## src/common/cpu_pkg.sv

```systemverilog
package cpu_pkg;

	// data path width
	localparam int XLEN = 32;
	// register count and index width
	localparam int NREGS = 16;
	localparam int REG_IDX_W = 4;
	// immediate field width, sign-extended to XLEN
	localparam int IMM_W = 16;

	// one data word
	typedef logic [XLEN-1:0] word_t;

	// register index
	typedef logic [REG_IDX_W-1:0] reg_idx_t;

	// raw instruction word
	// op 31..28, ra 27..24, rb 23..20, rd 19..16, imm 15..0
	typedef logic [31:0] instr_t;

	// instruction opcodes, anything unlisted is illegal
	typedef enum logic [3:0] {
		OP_NOP  = 4'd0,
		OP_ADDI = 4'd1,
		OP_ADD  = 4'd2,
		OP_SUB  = 4'd3,
		OP_AND  = 4'd4,
		OP_OR   = 4'd5,
		OP_XOR  = 4'd6,
		OP_OUT  = 4'd15
	} opcode_e;

	// alu functions
	typedef enum logic [2:0] {
		ALU_ADD    = 3'd0,
		ALU_SUB    = 3'd1,
		ALU_AND    = 3'd2,
		ALU_OR     = 3'd3,
		ALU_XOR    = 3'd4,
		// operand a straight through, used by out
		ALU_PASS_A = 3'd5
	} alu_op_e;

endpackage

```

## src/logic/alu_execute.sv

```systemverilog
`timescale 1ns/1ps

module alu_execute import cpu_pkg::*; (
	input  logic     clk,
	input  logic     rst,
	input  logic     stall,
	input  logic     dec_valid,
	input  alu_op_e  dec_alu_op,
	input  reg_idx_t dec_rd,
	input  reg_idx_t dec_ra,
	input  reg_idx_t dec_rb,
	input  word_t    dec_imm,
	input  logic     dec_use_imm,
	input  logic     dec_wr_en,
	input  logic     dec_out,
	input  word_t    rf_rdata_a,
	input  word_t    rf_rdata_b,
	output logic     ex_valid,
	output reg_idx_t ex_rd,
	output logic     ex_wr_en,
	output logic     ex_out,
	output word_t    ex_data
);

	// operand path
	logic  fwd_a;
	logic  fwd_b;
	logic  ex_writes;
	word_t op_a;
	word_t reg_b;
	word_t op_b;
	word_t alu_res;

	// execute reg still holds a result the regfile has not seen
	assign ex_writes = ex_valid && ex_wr_en;
	assign fwd_a = ex_writes && (ex_rd == dec_ra);
	assign fwd_b = ex_writes && (ex_rd == dec_rb);

	// forwarded value wins over regfile read
	assign op_a = fwd_a ? ex_data : rf_rdata_a;
	assign reg_b = fwd_b ? ex_data : rf_rdata_b;

	// addi takes the immediate in place of b
	assign op_b = dec_use_imm ? dec_imm : reg_b;

	// alu, 32-bit wrap on add and sub
	always_comb begin
		case (dec_alu_op)
			ALU_ADD: alu_res = op_a + op_b;
			ALU_SUB: alu_res = op_a - op_b;
			ALU_AND: alu_res = op_a & op_b;
			ALU_OR: alu_res = op_a | op_b;
			ALU_XOR: alu_res = op_a ^ op_b;
			ALU_PASS_A: alu_res = op_a;
			default: alu_res = op_a;
		endcase
	end

	// control flags of the execute reg
	always_ff @(posedge clk) begin
		if (rst) begin
			ex_valid <= 1'b0;
			ex_wr_en <= 1'b0;
			ex_out <= 1'b0;
		end else if (!stall) begin
			ex_valid <= dec_valid;
			ex_wr_en <= dec_valid && dec_wr_en;
			ex_out <= dec_valid && dec_out;
		end
	end

	// result payload, frozen with the rest under stall
	always_ff @(posedge clk) begin
		if (!stall) begin
			ex_rd <= dec_rd;
			ex_data <= alu_res;
		end
	end

	// decode must hand over a defined function for every live slot
	a_op_known: assert property (@(posedge clk) disable iff (rst)
		dec_valid |-> !$isunknown(dec_alu_op));

endmodule

```

## src/logic/instr_decode.sv

```systemverilog
`timescale 1ns/1ps

module instr_decode import cpu_pkg::*; (
	input  logic     clk,
	input  logic     rst,
	input  logic     instr_valid,
	input  instr_t   instr,
	output logic     instr_ready,
	input  logic     stall,
	output logic     dec_valid,
	output alu_op_e  dec_alu_op,
	output reg_idx_t dec_rd,
	output reg_idx_t dec_ra,
	output reg_idx_t dec_rb,
	output word_t    dec_imm,
	output logic     dec_use_imm,
	output logic     dec_wr_en,
	output logic     dec_out
);

	// decoded view of the incoming word
	opcode_e opcode;
	alu_op_e alu_op_n;
	logic    live_n;
	logic    wr_en_n;
	logic    out_n;
	logic    use_imm_n;
	logic    accept;

	// no room only while the output is blocked
	assign instr_ready = !stall;
	assign accept = instr_valid && instr_ready;
	assign opcode = opcode_e'(instr[31:28]);

	// opcode to alu function and flags
	always_comb begin
		alu_op_n = ALU_ADD;
		live_n = 1'b1;
		wr_en_n = 1'b1;
		out_n = 1'b0;
		use_imm_n = 1'b0;
		case (opcode)
			OP_ADDI: use_imm_n = 1'b1;
			OP_ADD: alu_op_n = ALU_ADD;
			OP_SUB: alu_op_n = ALU_SUB;
			OP_AND: alu_op_n = ALU_AND;
			OP_OR: alu_op_n = ALU_OR;
			OP_XOR: alu_op_n = ALU_XOR;
			OP_OUT: begin
				alu_op_n = ALU_PASS_A;
				wr_en_n = 1'b0;
				out_n = 1'b1;
			end
			// nop and illegal both become a bubble
			default: begin
				live_n = 1'b0;
				wr_en_n = 1'b0;
			end
		endcase
	end

	// control flags, bubble when nothing was taken
	always_ff @(posedge clk) begin
		if (rst) begin
			dec_valid <= 1'b0;
			dec_wr_en <= 1'b0;
			dec_out <= 1'b0;
		end else if (!stall) begin
			dec_valid <= accept && live_n;
			dec_wr_en <= accept && live_n && wr_en_n;
			dec_out <= accept && live_n && out_n;
		end
	end

	// field payload, only on a real transfer
	always_ff @(posedge clk) begin
		if (accept) begin
			dec_alu_op <= alu_op_n;
			dec_ra <= instr[27:24];
			dec_rb <= instr[23:20];
			dec_rd <= instr[19:16];
			// sign-extend imm
			dec_imm <= {{(XLEN-IMM_W){instr[IMM_W-1]}}, instr[IMM_W-1:0]};
			dec_use_imm <= use_imm_n;
		end
	end

	// a slot either writes a register or emits a word, never both
	a_wr_xor_out: assert property (@(posedge clk) disable iff (rst)
		!(dec_wr_en && dec_out));

endmodule

```

## src/logic/mini_cpu.sv

```systemverilog
`timescale 1ns/1ps

module mini_cpu import cpu_pkg::*; (
	input  logic   clk,
	input  logic   rst,
	input  logic   instr_valid,
	input  instr_t instr,
	output logic   instr_ready,
	output logic   out_valid,
	output word_t  out_data,
	input  logic   out_ready
);

	// decode to execute
	logic     dec_valid;
	alu_op_e  dec_alu_op;
	reg_idx_t dec_rd;
	reg_idx_t dec_ra;
	reg_idx_t dec_rb;
	word_t    dec_imm;
	logic     dec_use_imm;
	logic     dec_wr_en;
	logic     dec_out;

	// regfile reads
	word_t    rf_rdata_a;
	word_t    rf_rdata_b;

	// execute to result
	logic     ex_valid;
	reg_idx_t ex_rd;
	logic     ex_wr_en;
	logic     ex_out;
	word_t    ex_data;

	// writeback and freeze
	logic     rf_we;
	reg_idx_t rf_waddr;
	word_t    rf_wdata;
	logic     stall;

	instr_decode u_decode (
		.clk, .rst, .instr_valid, .instr, .instr_ready, .stall,
		.dec_valid, .dec_alu_op, .dec_rd, .dec_ra, .dec_rb,
		.dec_imm, .dec_use_imm, .dec_wr_en, .dec_out
	);

	// read addresses straight from the decode reg
	reg_file u_regs (
		.clk, .rst,
		.raddr_a(dec_ra), .raddr_b(dec_rb),
		.rdata_a(rf_rdata_a), .rdata_b(rf_rdata_b),
		.we(rf_we), .waddr(rf_waddr), .wdata(rf_wdata)
	);

	alu_execute u_exec (
		.clk, .rst, .stall,
		.dec_valid, .dec_alu_op, .dec_rd, .dec_ra, .dec_rb,
		.dec_imm, .dec_use_imm, .dec_wr_en, .dec_out,
		.rf_rdata_a, .rf_rdata_b,
		.ex_valid, .ex_rd, .ex_wr_en, .ex_out, .ex_data
	);

	result_stage u_result (
		.clk, .rst,
		.ex_valid, .ex_rd, .ex_wr_en, .ex_out, .ex_data,
		.rf_we, .rf_waddr, .rf_wdata,
		.out_valid, .out_data, .out_ready, .stall
	);

endmodule

```

## src/logic/reg_file.sv

```systemverilog
`timescale 1ns/1ps

module reg_file import cpu_pkg::*; (
	input  logic     clk,
	input  logic     rst,
	input  reg_idx_t raddr_a,
	input  reg_idx_t raddr_b,
	output word_t    rdata_a,
	output word_t    rdata_b,
	input  logic     we,
	input  reg_idx_t waddr,
	input  word_t    wdata
);

	// register array
	word_t regs [NREGS];

	// sync clear, then one write per clock
	always_ff @(posedge clk) begin
		if (rst) begin
			for (int i = 0; i < NREGS; i++) begin
				regs[i] <= '0;
			end
		end else if (we) begin
			regs[waddr] <= wdata;
		end
	end

	// read ports are plain muxes
	// same-cycle write is not visible here, execute forwards it instead
	assign rdata_a = regs[raddr_a];
	assign rdata_b = regs[raddr_b];

endmodule

```

## src/logic/result_stage.sv

```systemverilog
`timescale 1ns/1ps

module result_stage import cpu_pkg::*; (
	input  logic     clk,
	input  logic     rst,
	input  logic     ex_valid,
	input  reg_idx_t ex_rd,
	input  logic     ex_wr_en,
	input  logic     ex_out,
	input  word_t    ex_data,
	output logic     rf_we,
	output reg_idx_t rf_waddr,
	output word_t    rf_wdata,
	output logic     out_valid,
	output word_t    out_data,
	input  logic     out_ready,
	output logic     stall
);

	logic take_out;

	// output word waiting and nobody taking it
	assign stall = out_valid && !out_ready;

	// writeback waits while the pipe is frozen
	assign rf_we = ex_valid && ex_wr_en && !stall;
	assign rf_waddr = ex_rd;
	assign rf_wdata = ex_data;

	// an out instruction moves into the output reg
	assign take_out = ex_valid && ex_out && !stall;

	// no stall means the slot is empty or being drained this edge
	always_ff @(posedge clk) begin
		if (rst) begin
			out_valid <= 1'b0;
		end else if (!stall) begin
			out_valid <= take_out;
		end
	end

	// held until taken
	always_ff @(posedge clk) begin
		if (take_out) begin
			out_data <= ex_data;
		end
	end

	// word held steady until the consumer takes it
	a_out_hold: assert property (@(posedge clk) disable iff (rst)
		out_valid && !out_ready |=> out_valid && $stable(out_data));

	// the pipe only freezes on a pending word
	a_stall_src: assert property (@(posedge clk) disable iff (rst)
		stall |-> out_valid);

endmodule

```

## config.mk

```make
export PLATFORM = sky130hd
export DESIGN_NAME = mini_cpu
export DESIGN_NICKNAME = d
export VERILOG_FILES = /design/src/common/cpu_pkg.sv /design/src/logic/alu_execute.sv /design/src/logic/instr_decode.sv /design/src/logic/mini_cpu.sv /design/src/logic/reg_file.sv /design/src/logic/result_stage.sv
export SDC_FILE = /design/constraint.sdc
export NUM_CORES = 1
export LEC_CHECK = 0
export BUFFER_PORTS_ARGS = -buffer_cell sky130_fd_sc_hd__buf_2
export CAP_MARGIN = 30
export CORE_ASPECT_RATIO = 1.5
export CORE_MARGIN = 2
export CORE_UTILIZATION = 40
export CTS_CLUSTER_SIZE = 30
export DETAILED_ROUTE_END_ITERATION = 12
export SYNTH_ARGS = -nofsm -noshare
export SYNTH_HDL_FRONTEND = slang
export SYNTH_HIERARCHICAL = 1
export SYNTH_SLANG_ARGS = --single-unit
```

## constraint.sdc

```tcl
create_clock -name clk -period 6.4 [get_ports clk]
set_input_delay 0.96 -clock clk [delete_from_list [all_inputs] [get_ports clk]]
set_output_delay 0.96 -clock clk [all_outputs]
set_load 0.05 [all_outputs]
```

==> flow_summary.ini <==
[logic_synthesis]
netlist_instances = 2716
syn_area_per_cell_um2 = 13.3
ys_ff_latch = 619
ys_types = 85
yosys.area_share.simple_pct = 14.1
yosys-mux-area-fraction_pct = 17.3
synth_top_family_by_area = multiplexers
netlist_area_um2 = 36200
ys_warn_count = 6
synth_compound_area_share_pct = 8.24
seq_area_frac_synth_pct = 51.1
synth_nets = 2850
synth-xor-area-share_pct = 1.42
ys_dominant_reg_cell = edfxtp_1
synth_enable_flop_cells = 612
synthAdderAreaFrac_pct = 3.40
async_flop_share_pct = 0

[die]
num_rows = 135
pin_count = 70
design.core.area_um2 = 90000
start_util_pct = 40.3
die_area_um2 = 93100
die_w_um = 250
die_height_um = 373

[power]
powerDensity_nw_per_um2 = 254
p_sw_share_pct = 28.8
seqPwrFrac_pct = 49.5
p_leak_nw = 15.3
p_switching_mw = 2.93
pwr-share-clk_pct = 34.2
combPwrFrac_pct = 16.3
intPower_mw = 7.25
peakVddDrop_mv = 0.229

[finish]
fin_area_um2 = 40000
area_growth_pct = 10.4
final_common_cell = edfxtp_1
finalNetCount = 2842
layout-drive-gt1-share_pct = 24.0
layout_common_cells = edfxtp_1 (612), and2_1 (487), mux4_2 (256)
finalNonFillerCells = 3918
fill_cells = 7948
final_core_util_pct = 44.5

[worst_setup_path]
startpoint_type = flop
cp_common_cell = buf_4
max_stage_delay_ns = 0.53
critPathSlowestCell = mux4_2
required_ns = 6.91
worstSetupEndpointType = flop
critPathKind = reg2reg
cp.arrival_ns = 6.69
crit_fanout = 16

[sta]
min_period_over_period_pct = 96.6
drv_slew = 0
final-setup-viol-count = 0
hold_viol_final = 0
max_freq_mhz = 162
worstMarginPinSlew_ns = 0.998
skew_ns = 0.0380
slew_headroom_pct = 33.4
fin_crit_ns = 6.18
tns_ns = 0

[drt]
routedWlPerCell_um = 29.6
dr_total_vias = 24200
routed_wl_um = 116000
drt-initial-drc-count = 2530
dr.pass1.iters = 5
postRouteAntennaNets = 0
route.detailed.drc = 0
drt-vias-per-instance = 6.18

[run_status]
status = completed

[clock_network]
cts_tree = yes
cts_max_level = 2
clk_transition_reported_paths_ns = 0.07
numCtsBuffers = 56
worstSkewPairLatency_ns = 0.67
clk_path_buf_depth = 3
root_buffer = clkbuf_16
clock_sinks = 619

[placement]
port_buffers = 69
gp_congestion = 0.943
place_inst = 3808
dp_hpwl_um = 74000
dpl_cell_area_um2 = 38100

[grt]
track_usage_pct = 24.5
grt_max_degree = 77
antenna_found_initial = 4
grt.overflow.total = 0
grt_pass1_wl_um = 166000
first_global_vias = 24900

[worst_hold_path]
hold_class = reg2reg

[run]
maxCapViolCount = 0
registers in the layout (all words and copies together), names as in the netlist:
signal	flops
u_decode/dec_rb	4
u_decode/dec_alu_op	3
u_result/out_data	32
u_decode/dec_wr_en	1
u_exec/ex_out	1
u_exec/ex_rd	4
u_exec/ex_valid	1
u_decode/dec_use_imm	1
u_exec/ex_wr_en	1
u_exec/ex_data	32
u_decode/dec_out	1
u_decode/dec_imm	16
u_decode/dec_ra	4
u_decode/dec_valid	1
u_result/out_valid	1
u_regs/regs	512
u_decode/dec_rd	4
path summary, 6_finish.rpt:
path,startpoint,to,slack [ns],cells after the start
setup / recovery,u_decode/dec_rb[0]$_DFFE_PP_,u_exec/ex_data[29]$_DFFE_PN_,0.22,25
hold / removal,u_decode/dec_rd[2]$_DFFE_PP_,u_exec/ex_rd[2]$_DFFE_PN_,0.45,0
setup reg to reg,u_decode/dec_rb[0]$_DFFE_PP_,u_exec/ex_data[29]$_DFFE_PN_,0.22,25
hold reg to reg,u_decode/dec_rd[2]$_DFFE_PP_,u_exec/ex_rd[2]$_DFFE_PN_,0.45,0
per-stage QoR:
stage	hold slack, ns	setup WS [ns]	total power, mW
final	0.445	0.221	10.2
after floorplan	0.400	0.684	6.13
after detailed placement	0.434	0.107	6.74
after global placement	0.415	0.186	6.69
after CTS	0.430	0.0637	10.2
after global routing	0.456	-0.00931	10.5
what timing repair did:
action                                  CTS  global route
resized for setup                         0             5
buffers inserted                          0             5
endpoints found under the setup margin    0             7
hold buffers                              0             0
cells in the mapped netlist (21+ instances only):
library cell / count / area [um2]
buf_1: 21 / 78.8
xnor2_1: 45 / 394
o21a_1: 43 / 323
o22ai_1: 33 / 206
nor2_1: 68 / 255
a22oi_1: 154 / 1160
ha_1: 97 / 1210
and3_1: 26 / 163
buf_4: 55 / 413
and2_1: 489 / 3060
and2_2: 32 / 240
edfxtp_1: 612 / 18400
clkbuf_1: 147 / 552
mux4_2: 256 / 5770
inv_1: 74 / 278
nand2b_1: 24 / 150
buf_2: 38 / 190
mux2i_1: 44 / 440
a21oi_1: 73 / 365
nand2_1: 122 / 458
o21ai_0: 22 / 110
area by class of cell:
cell class | count | area (um2) | share of cell area, %
well taps | 1164 | 1460 | 3.64
diodes | 1 | 2.50 | 0.00625
repair buffers | 205 | 1630 | 4.08
inverters | 75 | 282 | 0.703
clock inverters | 41 | 409 | 1.02
flip-flops and latches | 619 | 18500 | 46.3
clock buffers | 62 | 1420 | 3.56
multi-input cells | 1751 | 16300 | 40.7
cell families after synthesis:
kind of cell    count (synthesis)
compound gates                424
mux                           307
flops                         619
xor+xnor                       58
buf+inv                       346
fa+ha+maj                      98
simple gates                  864
metal layers:
metal  vias to the layer above  share of wire (%)  global-route usage [%]
met5                         -                  0                       0
li1                      10200                  -                       -
met4                         0                4.9                    10.8
met3                       306                8.0                    3.91
met2                      1216                 52                    44.5
met1                     12500                 35                    28.4
power groups by stage:
stage	logic, mW	registers (mW)	clock network [mW]
floorplan	1.31	4.82	0
global placement	1.59	5.10	0
detailed placement	1.61	5.12	0
CTS	1.62	5.04	3.53
global route	1.77	5.08	3.66
finish	1.66	5.04	3.49
worst max-delay path, delay by kind of cell (launching register included):
kind | cells | cell delay [ns]
simple gates | 5 | 0.63
buf+inv | 4 | 0.79
compound gates | 10 | 2.47
fa+ha+maj | 2 | 0.52
mux | 2 | 0.84
xor+xnor | 2 | 0.26
flops | 1 | 0.50
Note: power is estimated with default switching activity, not from simulation.
